===== src/common/isa_pkg.sv =====
`default_nettype none

package isa_pkg;

  // --------------------
  // basic widths
  // --------------------
  typedef logic [31:0] xlen_t;     // data word
  typedef logic [31:0] addr_t;     // instruction address
  typedef logic [4:0]  reg_idx_t;  // architectural register
  typedef logic [7:0]  tag_t;      // execution tag, low bits index the buffer

  // --------------------
  // instruction flags
  // --------------------
  typedef struct packed {
    logic writes;  // writes rd
    logic mem;     // store to memory
    logic jumps;   // control transfer
  } instr_flags_t;

  // --------------------
  // dispatcher to buffer
  // --------------------
  typedef struct packed {
    addr_t        address;
    reg_idx_t     rd;
    instr_flags_t flags;
  } dispatch_t;

  // execution unit result, arrives out of order
  typedef struct packed {
    tag_t  tag;
    xlen_t result;
    addr_t jmp_target;  // only meaningful for jumps
  } complete_t;

endpackage

`default_nettype wire

===== src/common/rob_pkg.sv =====
`default_nettype none

package rob_pkg;

  // slot index, only log2(SIZE) low bits are used
  typedef isa_pkg::tag_t rob_tag_t;

  // --------------------
  // entry bookkeeping
  // --------------------
  typedef enum logic [1:0] {
    EMPTY,
    WAITING,
    COMPLETED
  } entry_status_e;

  typedef struct packed {
    isa_pkg::addr_t        address;
    isa_pkg::xlen_t        result;
    isa_pkg::addr_t        jmp_target;
    isa_pkg::reg_idx_t     rd;
    isa_pkg::instr_flags_t flags;
    entry_status_e         status;
  } rob_record_t;

  // --------------------
  // commit side
  // --------------------
  typedef struct packed {
    isa_pkg::addr_t    address;
    isa_pkg::xlen_t    result;
    isa_pkg::reg_idx_t rd;
    logic              reg_we;
    logic              mem_we;  // store flag only, no write done here
  } retire_t;

  typedef struct packed {
    isa_pkg::addr_t target;
  } redirect_t;

  // controller
  typedef enum logic {
    RUN,
    FLUSH
  } ctrl_state_e;

endpackage

`default_nettype wire


===== src/verilog/rob_top.sv =====
`timescale 1ns/1ps
`default_nettype none

module rob_top #(
  parameter int SIZE = 8  // power of two, 4..64
) (
  input  wire logic                  gsi,
  input  wire logic                  rst_n,
  input  wire logic                  dispatch_valid,
  input  isa_pkg::dispatch_t         dispatch,
  output rob_pkg::rob_tag_t          alloc_tag,
  output logic [$clog2(SIZE+1)-1:0]  credit_return,
  input  wire logic                  complete_valid,
  input  isa_pkg::complete_t         complete,
  output logic                       retire_valid,
  output rob_pkg::retire_t           retire,
  output logic                       redirect_valid,
  output rob_pkg::redirect_t         redirect
);

  logic                 alloc_en;
  rob_pkg::rob_tag_t    alloc_idx;
  rob_pkg::rob_tag_t    head_idx;
  logic                 flush_all;
  logic                 pop;
  logic                 mispredict;
  rob_pkg::rob_record_t head_rec;

  // --------------------
  // control
  // --------------------
  rob_ctrl #(.SIZE(SIZE)) u_ctrl (
    .gsi            (gsi),
    .rst_n          (rst_n),
    .dispatch_valid (dispatch_valid),
    .alloc_en       (alloc_en),
    .alloc_idx      (alloc_idx),
    .alloc_tag      (alloc_tag),
    .head_idx       (head_idx),
    .pop            (pop),
    .mispredict     (mispredict),
    .flush_all      (flush_all),
    .credit_return  (credit_return)
  );

  // --------------------
  // datapath
  // --------------------
  rob_entry_store #(.SIZE(SIZE)) u_store (
    .gsi            (gsi),
    .rst_n          (rst_n),
    .alloc_en       (alloc_en),
    .alloc_idx      (alloc_idx),
    .dispatch       (dispatch),
    .complete_valid (complete_valid),
    .complete       (complete),
    .head_idx       (head_idx),
    .flush_all      (flush_all),
    .head_rec       (head_rec)
  );

  rob_commit u_commit (
    .gsi            (gsi),
    .rst_n          (rst_n),
    .head_rec       (head_rec),
    .pop            (pop),
    .mispredict     (mispredict),
    .retire_valid   (retire_valid),
    .retire         (retire),
    .redirect_valid (redirect_valid),
    .redirect       (redirect)
  );

endmodule

`default_nettype wire


===== src/reorder_buffer/rob_commit.sv =====
`timescale 1ns/1ps
`default_nettype none

module rob_commit (
  input  wire logic            gsi,
  input  wire logic            rst_n,
  input  rob_pkg::rob_record_t head_rec,
  output logic                 pop,
  output logic                 mispredict,
  output logic                 retire_valid,
  output rob_pkg::retire_t     retire,
  output logic                 redirect_valid,
  output rob_pkg::redirect_t   redirect
);

  isa_pkg::addr_t seq_addr;
  logic           head_done;

  assign head_done = (head_rec.status == rob_pkg::COMPLETED);
  assign seq_addr  = head_rec.address + 32'd4;

  // --------------------
  // head decision
  // --------------------
  // no pop in the flush cycle, the younger head is about to be discarded
  assign pop        = head_done && !redirect_valid;
  assign mispredict = pop && head_rec.flags.jumps && (head_rec.jmp_target != seq_addr);

  always_ff @(posedge gsi or negedge rst_n) begin
    if (!rst_n) begin
      retire_valid   <= 1'b0;
      redirect_valid <= 1'b0;
    end else begin
      retire_valid   <= pop;
      redirect_valid <= mispredict;  // same cycle as the jump's retire
    end
  end

  // --------------------
  // retire packet
  // --------------------
  always_ff @(posedge gsi) begin
    if (pop) begin
      retire.address <= head_rec.address;
      retire.result  <= head_rec.result;
      retire.rd      <= head_rec.rd;
      retire.reg_we  <= head_rec.flags.writes;
      retire.mem_we  <= head_rec.flags.mem & head_rec.flags.writes;
    end
    if (mispredict) begin
      redirect.target <= head_rec.jmp_target;
    end
  end

endmodule

`default_nettype wire


===== src/reorder_buffer/rob_entry_store.sv =====
`timescale 1ns/1ps
`default_nettype none

module rob_entry_store #(
  parameter int SIZE = 8
) (
  input  wire logic                 gsi,
  input  wire logic                 rst_n,
  input  wire logic                 alloc_en,
  input  rob_pkg::rob_tag_t         alloc_idx,
  input  isa_pkg::dispatch_t        dispatch,
  input  wire logic                 complete_valid,
  input  isa_pkg::complete_t        complete,
  input  rob_pkg::rob_tag_t         head_idx,
  input  wire logic                 flush_all,
  output rob_pkg::rob_record_t      head_rec
);

  localparam int IDX_W = $clog2(SIZE);

  rob_pkg::entry_status_e status_q [SIZE];
  isa_pkg::addr_t         addr_q   [SIZE];
  isa_pkg::xlen_t         result_q [SIZE];
  isa_pkg::addr_t         target_q [SIZE];
  isa_pkg::reg_idx_t      rd_q     [SIZE];
  isa_pkg::instr_flags_t  flags_q  [SIZE];

  logic [IDX_W-1:0] a_idx;
  logic [IDX_W-1:0] c_idx;
  logic [IDX_W-1:0] h_idx;
  logic             head_done;

  assign a_idx = alloc_idx[IDX_W-1:0];
  assign c_idx = complete.tag[IDX_W-1:0];
  assign h_idx = head_idx[IDX_W-1:0];

  // commit pops any completed head, so the slot is freed here too
  assign head_done = (status_q[h_idx] == rob_pkg::COMPLETED);

  // --------------------
  // entry status
  // --------------------
  always_ff @(posedge gsi or negedge rst_n) begin
    if (!rst_n) begin
      for (int i = 0; i < SIZE; i++) begin
        status_q[i] <= rob_pkg::EMPTY;
      end
    end else if (flush_all) begin
      for (int i = 0; i < SIZE; i++) begin
        status_q[i] <= rob_pkg::EMPTY;
      end
    end else begin
      if (head_done) status_q[h_idx] <= rob_pkg::EMPTY;
      if (complete_valid) status_q[c_idx] <= rob_pkg::COMPLETED;
      if (alloc_en) status_q[a_idx] <= rob_pkg::WAITING;
    end
  end

  // payload
  always_ff @(posedge gsi) begin
    if (alloc_en) begin
      addr_q[a_idx]  <= dispatch.address;
      rd_q[a_idx]    <= dispatch.rd;
      flags_q[a_idx] <= dispatch.flags;
    end
    if (complete_valid) begin
      result_q[c_idx] <= complete.result;
      if (flags_q[c_idx].jumps) target_q[c_idx] <= complete.jmp_target;
    end
  end

  always_comb begin
    head_rec.address    = addr_q[h_idx];
    head_rec.result     = result_q[h_idx];
    head_rec.jmp_target = target_q[h_idx];
    head_rec.rd         = rd_q[h_idx];
    head_rec.flags      = flags_q[h_idx];
    head_rec.status     = status_q[h_idx];
  end

endmodule

`default_nettype wire


===== src/reorder_buffer/rob_ctrl.sv =====
`timescale 1ns/1ps
`default_nettype none

module rob_ctrl #(
  parameter int SIZE = 8
) (
  input  wire logic                        gsi,
  input  wire logic                        rst_n,
  input  wire logic                        dispatch_valid,
  output logic                             alloc_en,
  output rob_pkg::rob_tag_t                alloc_idx,
  output rob_pkg::rob_tag_t                alloc_tag,
  output rob_pkg::rob_tag_t                head_idx,
  input  wire logic                        pop,
  input  wire logic                        mispredict,
  output logic                             flush_all,
  output logic [$clog2(SIZE+1)-1:0]        credit_return
);

  localparam int IDX_W = $clog2(SIZE);
  localparam int CNT_W = $clog2(SIZE + 1);

  logic [IDX_W-1:0]     head_q;
  logic [IDX_W-1:0]     tail_q;
  logic [CNT_W-1:0]     count_q;   // occupancy
  logic [CNT_W-1:0]     credit_q;
  rob_pkg::ctrl_state_e state_q;

  // --------------------
  // allocation
  // --------------------
  // a dispatch during the mispredict cycle or FLUSH is dropped
  assign alloc_en  = dispatch_valid && (state_q == rob_pkg::RUN) && !mispredict;
  assign alloc_idx = rob_pkg::rob_tag_t'(tail_q);
  assign alloc_tag = rob_pkg::rob_tag_t'(tail_q);  // same cycle as dispatch
  assign head_idx  = rob_pkg::rob_tag_t'(head_q);

  assign flush_all     = (state_q == rob_pkg::FLUSH);
  assign credit_return = credit_q;

  // --------------------
  // pointers and FSM
  // --------------------
  always_ff @(posedge gsi or negedge rst_n) begin
    if (!rst_n) begin
      head_q   <= '0;
      tail_q   <= '0;
      count_q  <= '0;
      credit_q <= '0;
      state_q  <= rob_pkg::RUN;
    end else begin
      case (state_q)
        rob_pkg::RUN: begin
          if (mispredict) begin
            // jump at head retires, everything behind it goes
            head_q   <= head_q + IDX_W'(1);
            count_q  <= count_q - CNT_W'(1);
            credit_q <= count_q - CNT_W'(1) + CNT_W'(dispatch_valid);
            state_q  <= rob_pkg::FLUSH;
          end else begin
            if (alloc_en) begin
              tail_q <= tail_q + IDX_W'(1);
            end
            if (pop) begin
              head_q <= head_q + IDX_W'(1);
            end
            count_q  <= count_q + CNT_W'(alloc_en) - CNT_W'(pop);
            credit_q <= CNT_W'(pop);  // one credit per retire
          end
        end
        rob_pkg::FLUSH: begin
          tail_q   <= head_q;  // store empties itself this edge
          count_q  <= '0;
          // slot of the retired jump, plus an ignored dispatch
          credit_q <= CNT_W'(1) + CNT_W'(dispatch_valid);
          state_q  <= rob_pkg::RUN;
        end
        default: begin
          state_q <= rob_pkg::RUN;
        end
      endcase
    end
  end

endmodule

`default_nettype wire


===== config.mk =====
export PLATFORM = sky130hd
export DESIGN_NAME = rob_top
export DESIGN_NICKNAME = d
export VERILOG_FILES = /design/src/common/isa_pkg.sv /design/src/common/rob_pkg.sv /design/src/verilog/rob_top.sv /design/src/reorder_buffer/rob_commit.sv /design/src/reorder_buffer/rob_entry_store.sv /design/src/reorder_buffer/rob_ctrl.sv
export SDC_FILE = /design/constraint.sdc
export NUM_CORES = 1
export LEC_CHECK = 0
export BUFFER_PORTS_ARGS = -buffer_cell sky130_fd_sc_hd__buf_2
export CAP_MARGIN = 0
export CORE_ASPECT_RATIO = 0.6
export CORE_MARGIN = 2
export CORE_UTILIZATION = 35
export CTS_CLUSTER_SIZE = 28
export DETAILED_ROUTE_END_ITERATION = 8
export SLEW_MARGIN = 20
export SYNTH_ARGS = -nofsm -noshare
export SYNTH_HDL_FRONTEND = slang
export SYNTH_SLANG_ARGS = --single-unit

===== constraint.sdc =====
create_clock -name gsi -period 18.5 [get_ports gsi]
set_input_delay 0.925 -clock gsi [delete_from_list [all_inputs] [get_ports gsi]]
set_output_delay 0.925 -clock gsi [all_outputs]
set_load 0.01 [all_outputs]

==> flow_metrics.env, run 1 <==
export IMPL_combinationalPowerShare_pct=33.2
export IMPL_numCtsBuffers=91
export IMPL_power_mw=7.20
export IMPL_clock_latency_ns=0.70
export IMPL_cp_depth=16
export IMPL_routed_via_density=5.48
export IMPL_layout_min_cycle_time_ns=7.52
export IMPL_port_buffer_count=222
export IMPL_worstPathRequired_ns=18.80
export IMPL_fin_skew_ns=0.0458
export IMPL_rsz0062_at_grt="false"
export IMPL_max_freq_mhz=133
export IMPL_antenna_found_initial=29
export IMPL_grt_overflow=0
export IMPL_cp_num_buf_inv=5
export IMPL_ys_top_cells_by_area="edfxtp_1 (75%), mux4_2 (3.6%), a22oi_1 (2.4%)"
export IMPL_final_nets=2400
export IMPL_p_switching_mw=2.55
export IMPL_crit_slowest_cell="dfrtp_4"
export IMPL_synth_edf_count=935
export IMPL_rows=92
export IMPL_cts_resized_gates=0
export IMPL_cp_cell_sequence="buf_4, buf_4, nor2b_2, buf_4, a22oi_1, o22ai_1, xnor2_1, nor3b_1, o211ai_1, nand3_1, nand3_1, o31ai_4, buf_6, nand2_2, nor3_4, buf_4"
export IMPL_synth_area_mm2=0.0373
export IMPL_tritoncts="yes"
export IMPL_max_cap_violations=0
export IMPL_ys_ff_latch=968
export IMPL_wl_um=105000
export IMPL_power_share_sequential_pct=41.0
export IMPL_yosysWarnings=0
export IMPL_post_cts_setup_buffers=0
export IMPL_met2WireLength_um=48000
export IMPL_power_leakage_nw=14.3
export IMPL_dr_pass1_iters=6
export IMPL_grt_max_degree=57
export IMPL_cp_slowest_stage_delay_ns=0.96
export IMPL_drive_gt1_share_pct=24.4
export IMPL_ant_nets=0
export IMPL_grt_pass1_wl_um=149000
export IMPL_fillers=9301
export IMPL_die_y_um=257
export IMPL_final_cell_area_mm2=0.0431
export IMPL_drt_initial_drc_count=2603
export IMPL_die_w_um=426
export IMPL_ff2ff_path_depth=16
export IMPL_cp_start_kind="flop"
export IMPL_power_internal_mw=4.65
export IMPL_first_global_vias=20500
export IMPL_place_inst=3587
export IMPL_synthTopCellsByCount="edfxtp_1 (935), a22oi_1 (118), mux4_2 (59)"
export IMPL_cts_path_max_buffers=3
export IMPL_area_growth_pct=15.5
export IMPL_synthDistinctLibCells=85
export IMPL_synthArstFlopShare_pct=3.41
export IMPL_dieArea_mm2=0.109
export IMPL_worst_setup_hold_path_clk_slew_ns=0.07
export IMPL_cts_sinks=968
export IMPL_finalSetupViolations=0
export IMPL_yosys_cell_count_top_type="edfxtp_1"
export IMPL_ios=233
export IMPL_swShare_pct=35.4
export IMPL_status="completed"
export IMPL_finalMaxSlewViolations=0
export IMPL_endpoint_kind="flop"
export IMPL_clkPwrFrac_pct=25.8
export IMPL_gp_congestion=0.814
export IMPL_htree_levels=3
export IMPL_synth_top_cell_by_area="edfxtp_1"
export IMPL_vias=20500
export IMPL_routedWlPerCell_um=28.0
export IMPL_seq_area_frac_synth_pct=77.5
export IMPL_core_area_mm2=0.105
export IMPL_finalHoldViolCount=0
export IMPL_cp_arrival_ns=7.82
export IMPL_hpwl_um=61300
export IMPL_synthCells=2010
export IMPL_crit_family="buffers and inverters"
export IMPL_met3WireLength_um=8930
export IMPL_yosys_area_top_type_share_pct=75.2
export IMPL_worstMarginPinSlew_ns=1.18
export IMPL_cts_root_buf="clkbuf_16"
export IMPL_hold_class="in2async"
export IMPL_cpMostUsedCell="buf_4"
export IMPL_peakVddDrop_v=0.000104
export IMPL_maxUsedRoutingLayer="met5"
export IMPL_power_density_mw_per_mm2=167
export IMPL_utilization_pct=40.9
export IMPL_critPathKind="reg2reg"
export IMPL_dpl_instance_area_mm2=0.0402
export IMPL_postCtsHoldBufs=0
export IMPL_max_slew_margin_rel_pct=20.7
export IMPL_drcViolationCount=0
export IMPL_ys_flop_type="edfxtp_1"
export IMPL_start_util_pct=35.4
export IMPL_fin_cells=3751
export IMPL_synth_avg_cell_area_um2=18.6
export IMPL_worstPathMaxFanout=53
export IMPL_grt_total_usage_pct=18.9
export IMPL_setup_tns_final_ns=0
export IMPL_finalCritPeriodShare_pct=40.7
export IMPL_met1_length_um=45900
-- state kept, by name, summed over array words and instances (netlist names) --
name	flops
u_store.status_q	16
u_ctrl.tail_q	3
u_commit.retire	71
u_store.result_q	256
u_store.addr_q	256
u_ctrl.head_q	3
u_ctrl.flush_all	1
u_ctrl.count_q	4
u_store.target_q	256
u_ctrl.credit_return	4
u_store.rd_q	40
u_commit.redirect_valid	1
u_store.flags_q	24
u_commit.redirect	32
u_commit.retire_valid	1
-- power by group through the flow --
stage                     Clock (mW)  Combinational [mW]  Sequential [mW]
after floorplan                    0                1.44             2.99
after global placement             0                2.35             3.00
after detailed placement           0                2.38             3.01
after CTS                       1.89                2.38             2.96
after global routing            1.97                2.56             2.98
final                           1.86                2.39             2.96
-- worst paths after layout --
kind                                               start                           endpoint  slack (ns)
max reg2reg                 u_ctrl.head_q[2]$_DFFE_PN0P_    u_store.addr_q[6][17]$_DFFE_PP_       10.98
min in group gsi                            dispatch[26]    u_store.addr_q[6][18]$_DFFE_PP_        0.49
max                         u_ctrl.head_q[2]$_DFFE_PN0P_    u_store.addr_q[6][17]$_DFFE_PP_       10.98
min                                                rst_n  u_ctrl.credit_return[3]$_DFF_PN0_        0.35
max in group asynchronous                          rst_n       u_ctrl.head_q[2]$_DFFE_PN0P_       17.51
min reg2reg                u_store.status_q[6]$_DFF_PN0_      u_store.status_q[6]$_DFF_PN0_        0.52
-- stage by stage --
| step | worst slack [ns] | hold WS [ns] |
|---|---|---|
| after floorplan | 10.88 | 0.469 |
| after global placement | 10.73 | 0.487 |
| after detailed placement | 10.53 | 0.504 |
| after CTS | 10.48 | 0.326 |
| after global routing | 10.71 | 0.388 |
| final | 10.98 | 0.350 |
-- cells in the final DEF, fill, tap and decap left out, drive strengths merged, types with 6 or more instances in the layout --
cell | synthesis | final
edfxtp | 935 | 935
buf | 65 | 274
a22oi | 119 | 119
clkbuf | 45 | 110
mux4 | 67 | 67
mux2 | 61 | 61
a221oi | 55 | 55
mux2i | 54 | 54
nand3 | 53 | 53
nor2 | 53 | 53
nand2 | 52 | 52
inv | 44 | 49
o21ai | 42 | 42
clkinv | 1 | 35
a21oi | 33 | 33
dfrtp | 33 | 33
a22o | 29 | 29
xnor2 | 27 | 27
nand4 | 23 | 23
a221o | 22 | 22
nor3 | 16 | 16
xor2 | 13 | 13
nor2b | 13 | 13
ha | 12 | 12
a31oi | 11 | 11
bufinv | 0 | 8
and2 | 8 | 8
o22ai | 8 | 8
nor3b | 8 | 8
and3 | 7 | 7
a211o | 6 | 6
a211oi | 6 | 6
o211ai | 6 | 6
nor4 | 6 | 6
o21a | 6 | 6
-- cells by family (layout without fill, tap and decap cells) --
logic type      count (synthesis)  count (layout)  synth area share (%)
compound gates                380             380                  7.74
xor+xnor                       40              40                 0.939
fa+ha+maj                      13              13                 0.456
buf+inv                       155             478                  2.04
flops                         968             968                  77.5
mux                           182             182                  7.47
other cells                     1               9                0.0100
simple gates                  271             271                  3.90
-- per-layer routing --
layer	track usage (%)	vias up
li1	-	8752
met2	28.8	888
met1	27.4	10700
met5	0	-
met4	4.35	22
met3	4.67	173
-- layout make-up --
cell class,instances,area [um2],area share [%]
Sequential cell,968,28900,67.1
Multi-Input combinational cell,891,7820,18.1
Clock buffer,110,2400,5.57
Tap cell,1410,1760,4.09
Timing Repair Buffer,274,1510,3.49
Clock inverter,49,532,1.23
Inverter,45,171,0.398
Antenna cell,4,10.0,0.0232
Note: power is estimated with default switching activity, not from simulation.
==> run 2: changes to the inputs <==
==> constraint.sdc (replaced) <==
create_clock -name gsi -period 6.5 [get_ports gsi]
set_input_delay 0.325 -clock gsi [delete_from_list [all_inputs] [get_ports gsi]]
set_output_delay 0.325 -clock gsi [all_outputs]
set_load 0.01 [all_outputs]
==> run 2 against run 1 <==
Net effect: die area stayed put; critical endpoint is now u_store.addr_q[4][15]$_DFFE_PP_; hold slack worse by 0.069 ns; sequential power grew to 2.8 times the previous value; wire length is 0.43% lower; non-clock buffer count is 137 higher; clock skew is 0.0046 ns lower; register-to-register slack worse by 11 ns; count of clock-buffer cells in the layout is 1 lower; setup slack worse by 11 ns; critical path depth is 2 lower; highest routed layer unchanged.
==> flow_metrics.env, run 2 (synthesized netlist as in run 1, its figures left out) <==
export IMPL_finalHoldViolCount=0
export IMPL_worstPathRequired_ns=6.82
export IMPL_hold_class="in2reg"
export IMPL_htree_levels=3
export IMPL_gp_congestion=0.828
export IMPL_wl_um=105000
export IMPL_layout_min_cycle_time_ns=6.08
export IMPL_cts_sinks=968
export IMPL_finalMaxSlewViolations=0
export IMPL_power_leakage_nw=15.0
export IMPL_peakVddDrop_v=0.000245
export IMPL_clock_latency_ns=0.69
export IMPL_core_area_mm2=0.105
export IMPL_ios=233
export IMPL_drive_gt1_share_pct=24.6
export IMPL_cp_arrival_ns=6.40
export IMPL_grt_overflow=0
export IMPL_cp_start_kind="flop"
export IMPL_dieArea_mm2=0.109
export IMPL_routedWlPerCell_um=26.8
export IMPL_fin_skew_ns=0.0412
export IMPL_area_growth_pct=19.4
export IMPL_finalSetupViolations=0
export IMPL_grt_max_degree=58
export IMPL_die_y_um=257
export IMPL_max_cap_violations=0
export IMPL_timing_final_ws_setup_ns=0.425
export IMPL_port_buffer_count=222
export IMPL_ant_nets=0
export IMPL_cts_path_max_buffers=3
export IMPL_numCtsBuffers=91
export IMPL_hpwl_um=64300
export IMPL_largestRegisters="u_store.addr_q (256), u_store.result_q (256), u_store.target_q (256)"
export IMPL_vias=21100
export IMPL_multi_input_area_mm2=0.00782
export IMPL_final_cell_area_mm2=0.0446
export IMPL_start_util_pct=35.4
export IMPL_whs_ns=0.281
export IMPL_grt_pass1_wl_um=150000
export IMPL_endpoint_kind="flop"
export IMPL_worstMarginPinSlew_ns=1.12
export IMPL_dpl_instance_area_mm2=0.0405
export IMPL_worst_setup_hold_path_clk_slew_ns=0.07
export IMPL_routed_via_density=5.43
export IMPL_first_global_vias=21500
export IMPL_power_density_mw_per_mm2=469
export IMPL_finalCritPeriodShare_pct=93.5
export IMPL_rsz0062_at_grt="false"
export IMPL_mostFrequentLayoutCells="edfxtp_1 (935), buf_2 (222), a22oi_1 (118), dlygate4sd3_1 (106), clkbuf_16 (93)"
export IMPL_layout_commonest_cell="edfxtp_1"
export IMPL_final_nets=2537
export IMPL_max_slew_margin_rel_pct=25.3
export IMPL_setup_tns_final_ns=0
export IMPL_status="completed"
export IMPL_grt_total_usage_pct=18.9
export IMPL_rows=92
export IMPL_worstPathMaxFanout=41
export IMPL_seqCellArea_mm2=0.0289
export IMPL_max_freq_mhz=165
export IMPL_drt_initial_drc_count=2361
export IMPL_tritoncts="yes"
export IMPL_antenna_found_initial=10
export IMPL_dr_pass1_iters=7
export IMPL_die_w_um=426
export IMPL_cts_root_buf="clkbuf_16"
export IMPL_place_ws_ns=0.564
export IMPL_drcViolationCount=0
export IMPL_fillers=9183
export IMPL_critPathKind="reg2reg"
[run 2: cell count changes in the layout (fill, tap and decap cells not counted), moves of 2 or more]
| cell | change |
|---|---|
| dlygate4sd3_1 | +106 |
| buf_4 | +22 |
| buf_12 | +10 |
| inv_2 | +8 |
| inv_1 | -7 |
| clkinv_1 | +6 |
| clkbuf_8 | -3 |
| bufinv_16 | +2 |
| clkinv_16 | -2 |
| clkinv_2 | +2 |
[run 2: metrics by stage]
stage	total power, mW	instances	util, %
CTS	21.0	3892	42.3
finish	20.9	3896	42.3
detailed placement	15.6	3619	38.5
floorplan	12.6	2014	-
global placement	15.5	3619	38.5
global route	21.9	3896	42.3
[run 2: report_power, final]
group / internal (mW) / total (mW) / switching (mW)
Clock: 3.03 / 5.33 / 2.30
Sequential: 7.98 / 8.43 / 0.450
Combinational: 2.52 / 7.15 / 4.63
Total: 13.5 / 20.9 / 7.38
[run 2: critical path, stage by stage (launching register included)]
cell	delay [ns]
dfrtp_4	0.93
buf_12	0.36
mux4_2	0.55
mux2i_1	0.71
xnor2_1	0.19
nand2_1	0.10
a2111oi_1	0.51
nand4_1	0.18
nor4_1	0.31
nand4_1	0.18
o31ai_4	0.29
buf_4	0.31
nand2b_2	0.28
nor3_4	0.30
buf_4	0.41
[run 2: what timing repair did]
action | CTS | global route
resized for setup | 0 | 0
hold endpoints to repair | 868 | 0
hold buffers | 106 | 0
buffers inserted | 0 | 0
[run 2: routing by layer]
layer / share of wire (%) / up-vias / GRT usage, %
met5: 0.065 / - / 0
met4: 2.6 / 10 / 5.51
met3: 9.0 / 173 / 5.47
met2: 45 / 917 / 28.3
met1: 43 / 11000 / 26.9
li1: - / 9047 / -
[run 2: worst paths after layout]
kind / startpoint / to / slack (ns) / cells after the start
max reg2reg: u_ctrl.head_q[0]$_DFFE_PN0P_ / u_store.addr_q[4][15]$_DFFE_PP_ / 0.42 / 14
max: u_ctrl.head_q[0]$_DFFE_PN0P_ / u_store.addr_q[4][15]$_DFFE_PP_ / 0.42 / 14
max in group asynchronous: rst_n / u_ctrl.head_q[1]$_DFFE_PN0P_ / 5.57 / 2
min: complete_valid / u_store.status_q[0]$_DFF_PN0_ / 0.28 / 4
min in group asynchronous: rst_n / u_ctrl.head_q[0]$_DFFE_PN0P_ / 0.31 / 2
min reg2reg: u_store.status_q[2]$_DFF_PN0_ / u_store.status_q[2]$_DFF_PN0_ / 0.52 / 2
[run 2: layout make-up]
class	count	area share (%)
tap	1410	3.96
clock buffer	109	5.36
clock inverter	58	1.30
inverter	45	0.379
multi-input combinational	891	17.5
antenna	4	0.0225
sequential	968	64.9
timing repair buffer	411	6.55
==> run 3: changes to the inputs <==
==> constraint.sdc (replaced) <==
create_clock -name gsi -period 7 [get_ports gsi]
set_input_delay 0.35 -clock gsi [delete_from_list [all_inputs] [get_ports gsi]]
set_output_delay 0.35 -clock gsi [all_outputs]
set_load 0.01 [all_outputs]
==> run 3 against run 2 <==
Net effect: global-route usage up 0.13 points; power down 8.1%; critical path type unchanged; hold slack better by 0.018 ns; die area unchanged; sequential power down 7.0%; combinational power down 9.4%.
==> flow_metrics.env, run 3 (synthesized netlist as in run 1, its figures left out) <==
export IMPL_status="completed"
export IMPL_hold_class="in2reg"
export IMPL_crit_slowest_cell="dfrtp_4"
export IMPL_final_cell_area_mm2=0.0443
export IMPL_port_buffer_count=222
export IMPL_worstPathRequired_ns=7.33
export IMPL_cp_arrival_ns=6.38
export IMPL_layout_commonest_cell="edfxtp_1"
export IMPL_endpoint_kind="flop"
export IMPL_start_util_pct=35.4
export IMPL_vias=20900
export IMPL_first_global_vias=21400
export IMPL_post_cts_setup_buffers=0
export IMPL_rows=92
export IMPL_drcViolationCount=0
export IMPL_fin_cells=3876
export IMPL_cts_sinks=968
export IMPL_layout_min_cycle_time_ns=6.05
export IMPL_cts_path_max_buffers=3
export IMPL_fillers=9243
export IMPL_htree_levels=3
export IMPL_r2r_start="u_ctrl.head_q[0]$_DFFE_PN0P_"
export IMPL_area_growth_pct=18.8
export IMPL_finalMaxSlewViolations=0
export IMPL_r2r_slack_ns=0.95
export IMPL_routed_via_density=5.40
export IMPL_finalHoldViolCount=0
export IMPL_peakVddDrop_v=0.000249
export IMPL_hold_end="u_store.status_q[4]$_DFF_PN0_"
export IMPL_place_inst=3596
export IMPL_die_y_um=257
export IMPL_core_area_mm2=0.105
export IMPL_mostFrequentLayoutCells="edfxtp_1 (935), buf_2 (222), a22oi_1 (118), dlygate4sd3_1 (106), clkbuf_16 (93)"
export IMPL_worstHoldPathCells=4
export IMPL_grt_overflow=0
export IMPL_rr_endpoint="u_store.addr_q[4][27]$_DFFE_PP_"
export IMPL_power_leakage_nw=14.8
export IMPL_worstMarginPinSlew_ns=1.17
export IMPL_largestRegisters="u_store.addr_q (256), u_store.result_q (256), u_store.target_q (256)"
export IMPL_wl_um=106000
export IMPL_ant_nets=0
export IMPL_cts_root_buf="clkbuf_16"
export IMPL_rsz0062_at_grt="false"
export IMPL_tritoncts="yes"
export IMPL_dpl_instance_area_mm2=0.0403
export IMPL_dr_pass1_iters=6
export IMPL_ff2ff_path_depth=14
export IMPL_routedWlPerCell_um=27.3
export IMPL_cp_start_kind="flop"
export IMPL_max_cap_violations=0
export IMPL_antenna_found_initial=13
export IMPL_ios=233
export IMPL_power_density_mw_per_mm2=434
export IMPL_max_slew_margin_rel_pct=20.8
export IMPL_place_ws_ns=0.934
export IMPL_worstPathMaxFanout=50
export IMPL_setup_tns_final_ns=0
export IMPL_drive_gt1_share_pct=23.7
export IMPL_grt_max_degree=67
export IMPL_dieArea_mm2=0.109
export IMPL_cp_cell_sequence="buf_12, mux4_2, mux2i_1, xnor2_1, nand2_1, a2111oi_1, nand4_1, nor4_1, nand4_1, o31ai_4, buf_4, nand2b_2, nor3_4, buf_4"
export IMPL_fin_skew_ns=0.0208
export IMPL_hpwl_um=63200
export IMPL_finalSetupViolations=0
export IMPL_numCtsBuffers=92
export IMPL_cp_slowest_stage_delay_ns=0.98
export IMPL_timing_final_ws_setup_ns=0.951
export IMPL_grt_pass1_wl_um=151000
export IMPL_gp_congestion=0.835
export IMPL_worstHoldStart="complete_valid"
export IMPL_drt_initial_drc_count=2519
export IMPL_max_freq_mhz=165
export IMPL_grt_total_usage_pct=19.1
export IMPL_clock_latency_ns=0.69
export IMPL_final_nets=2515
export IMPL_finalCritPeriodShare_pct=86.4
export IMPL_die_w_um=426
export IMPL_worst_setup_hold_path_clk_slew_ns=0.06
export IMPL_critPathKind="reg2reg"
run 3: cell types whose count changed in the layout (fill, tap and decap cells not counted), moves of 2 or more:
cell        change
buf_4          -20
buf_12          -3
bufinv_16       -3
clkinv_1        +3
clkinv_2        -3
clkinvlp_4      +3
diode_2         +3
inv_6           -2
run 3: how the worst max path moves through the flow:
stage          slack (ns)                         endpoint                    startpoint
4_1_cts              0.92  u_store.addr_q[4][17]$_DFFE_PP_  u_ctrl.head_q[0]$_DFFE_PN0P_
3_5_place_dp         0.93  u_store.addr_q[4][18]$_DFFE_PP_  u_ctrl.head_q[0]$_DFFE_PN0P_
2_1_floorplan        0.68      u_ctrl.count_q[3]$_DFF_PN0_  u_ctrl.head_q[0]$_DFFE_PN0P_
5_1_grt              0.57   u_store.addr_q[4][9]$_DFFE_PP_  u_ctrl.head_q[0]$_DFFE_PN0P_
3_3_place_gp         1.01      u_ctrl.count_q[3]$_DFF_PN0_  u_ctrl.head_q[0]$_DFFE_PN0P_
6_report             0.95  u_store.addr_q[4][27]$_DFFE_PP_  u_ctrl.head_q[0]$_DFFE_PN0P_
run 3: where the power goes:
| part | internal (mW) | switching [mW] | leakage [nW] | total, mW |
|---|---|---|---|---|
| Combinational | 2.24 | 4.24 | 4.47 | 6.48 |
| Sequential | 7.41 | 0.427 | 8.91 | 7.84 |
| Clock | 2.71 | 2.19 | 1.41 | 4.90 |
run 3: per-stage QoR:
step                hold WS (ns)  power (mW)  utilization, %
floorplan                 0.0544        11.7               -
global placement           0.481        14.2            38.3
detailed placement         0.495        14.4            38.3
CTS                        0.246        19.3            42.1
global route               0.290        20.1            42.1
finish                     0.299        19.2            42.1
run 3: layout make-up:
| class | instances | area (um2) | area share (%) |
|---|---|---|---|
| well taps | 1410 | 1760 | 3.98 |
| multi-input cells | 891 | 7830 | 17.7 |
| diodes | 7 | 17.5 | 0.0395 |
| clock buffers | 110 | 2390 | 5.40 |
| inverters | 45 | 169 | 0.381 |
| flip-flops and latches | 968 | 28900 | 65.2 |
| clock inverters | 57 | 526 | 1.19 |
| repair buffers | 388 | 2710 | 6.12 |
run 3: metal layers:
layer / vias up / part of all wire, % / global-route usage (%)
met4: 8 / 2.6 / 5.45
met3: 176 / 8.6 / 4.93
met5: - / 0.051 / 0
li1: 8993 / - / -
met2: 859 / 46 / 29.2
met1: 10900 / 43 / 26.8
run 3: what timing repair did:
item	4_1_cts	5_1_grt
setup endpoints to repair	0	0
hold buffers	106	0
hold endpoints to repair	868	0
resized for setup	0	0
run 3: worst max-delay path, delay by kind of cell (launching register included):
family,cells,cell delay [ns]
AO/OA/AOI/OAI,2,0.86
XOR/XNOR,1,0.32
buffers and inverters,3,1.10
flip-flops,1,0.98
multiplexers,2,0.97
AND/OR/NAND/NOR,6,1.37
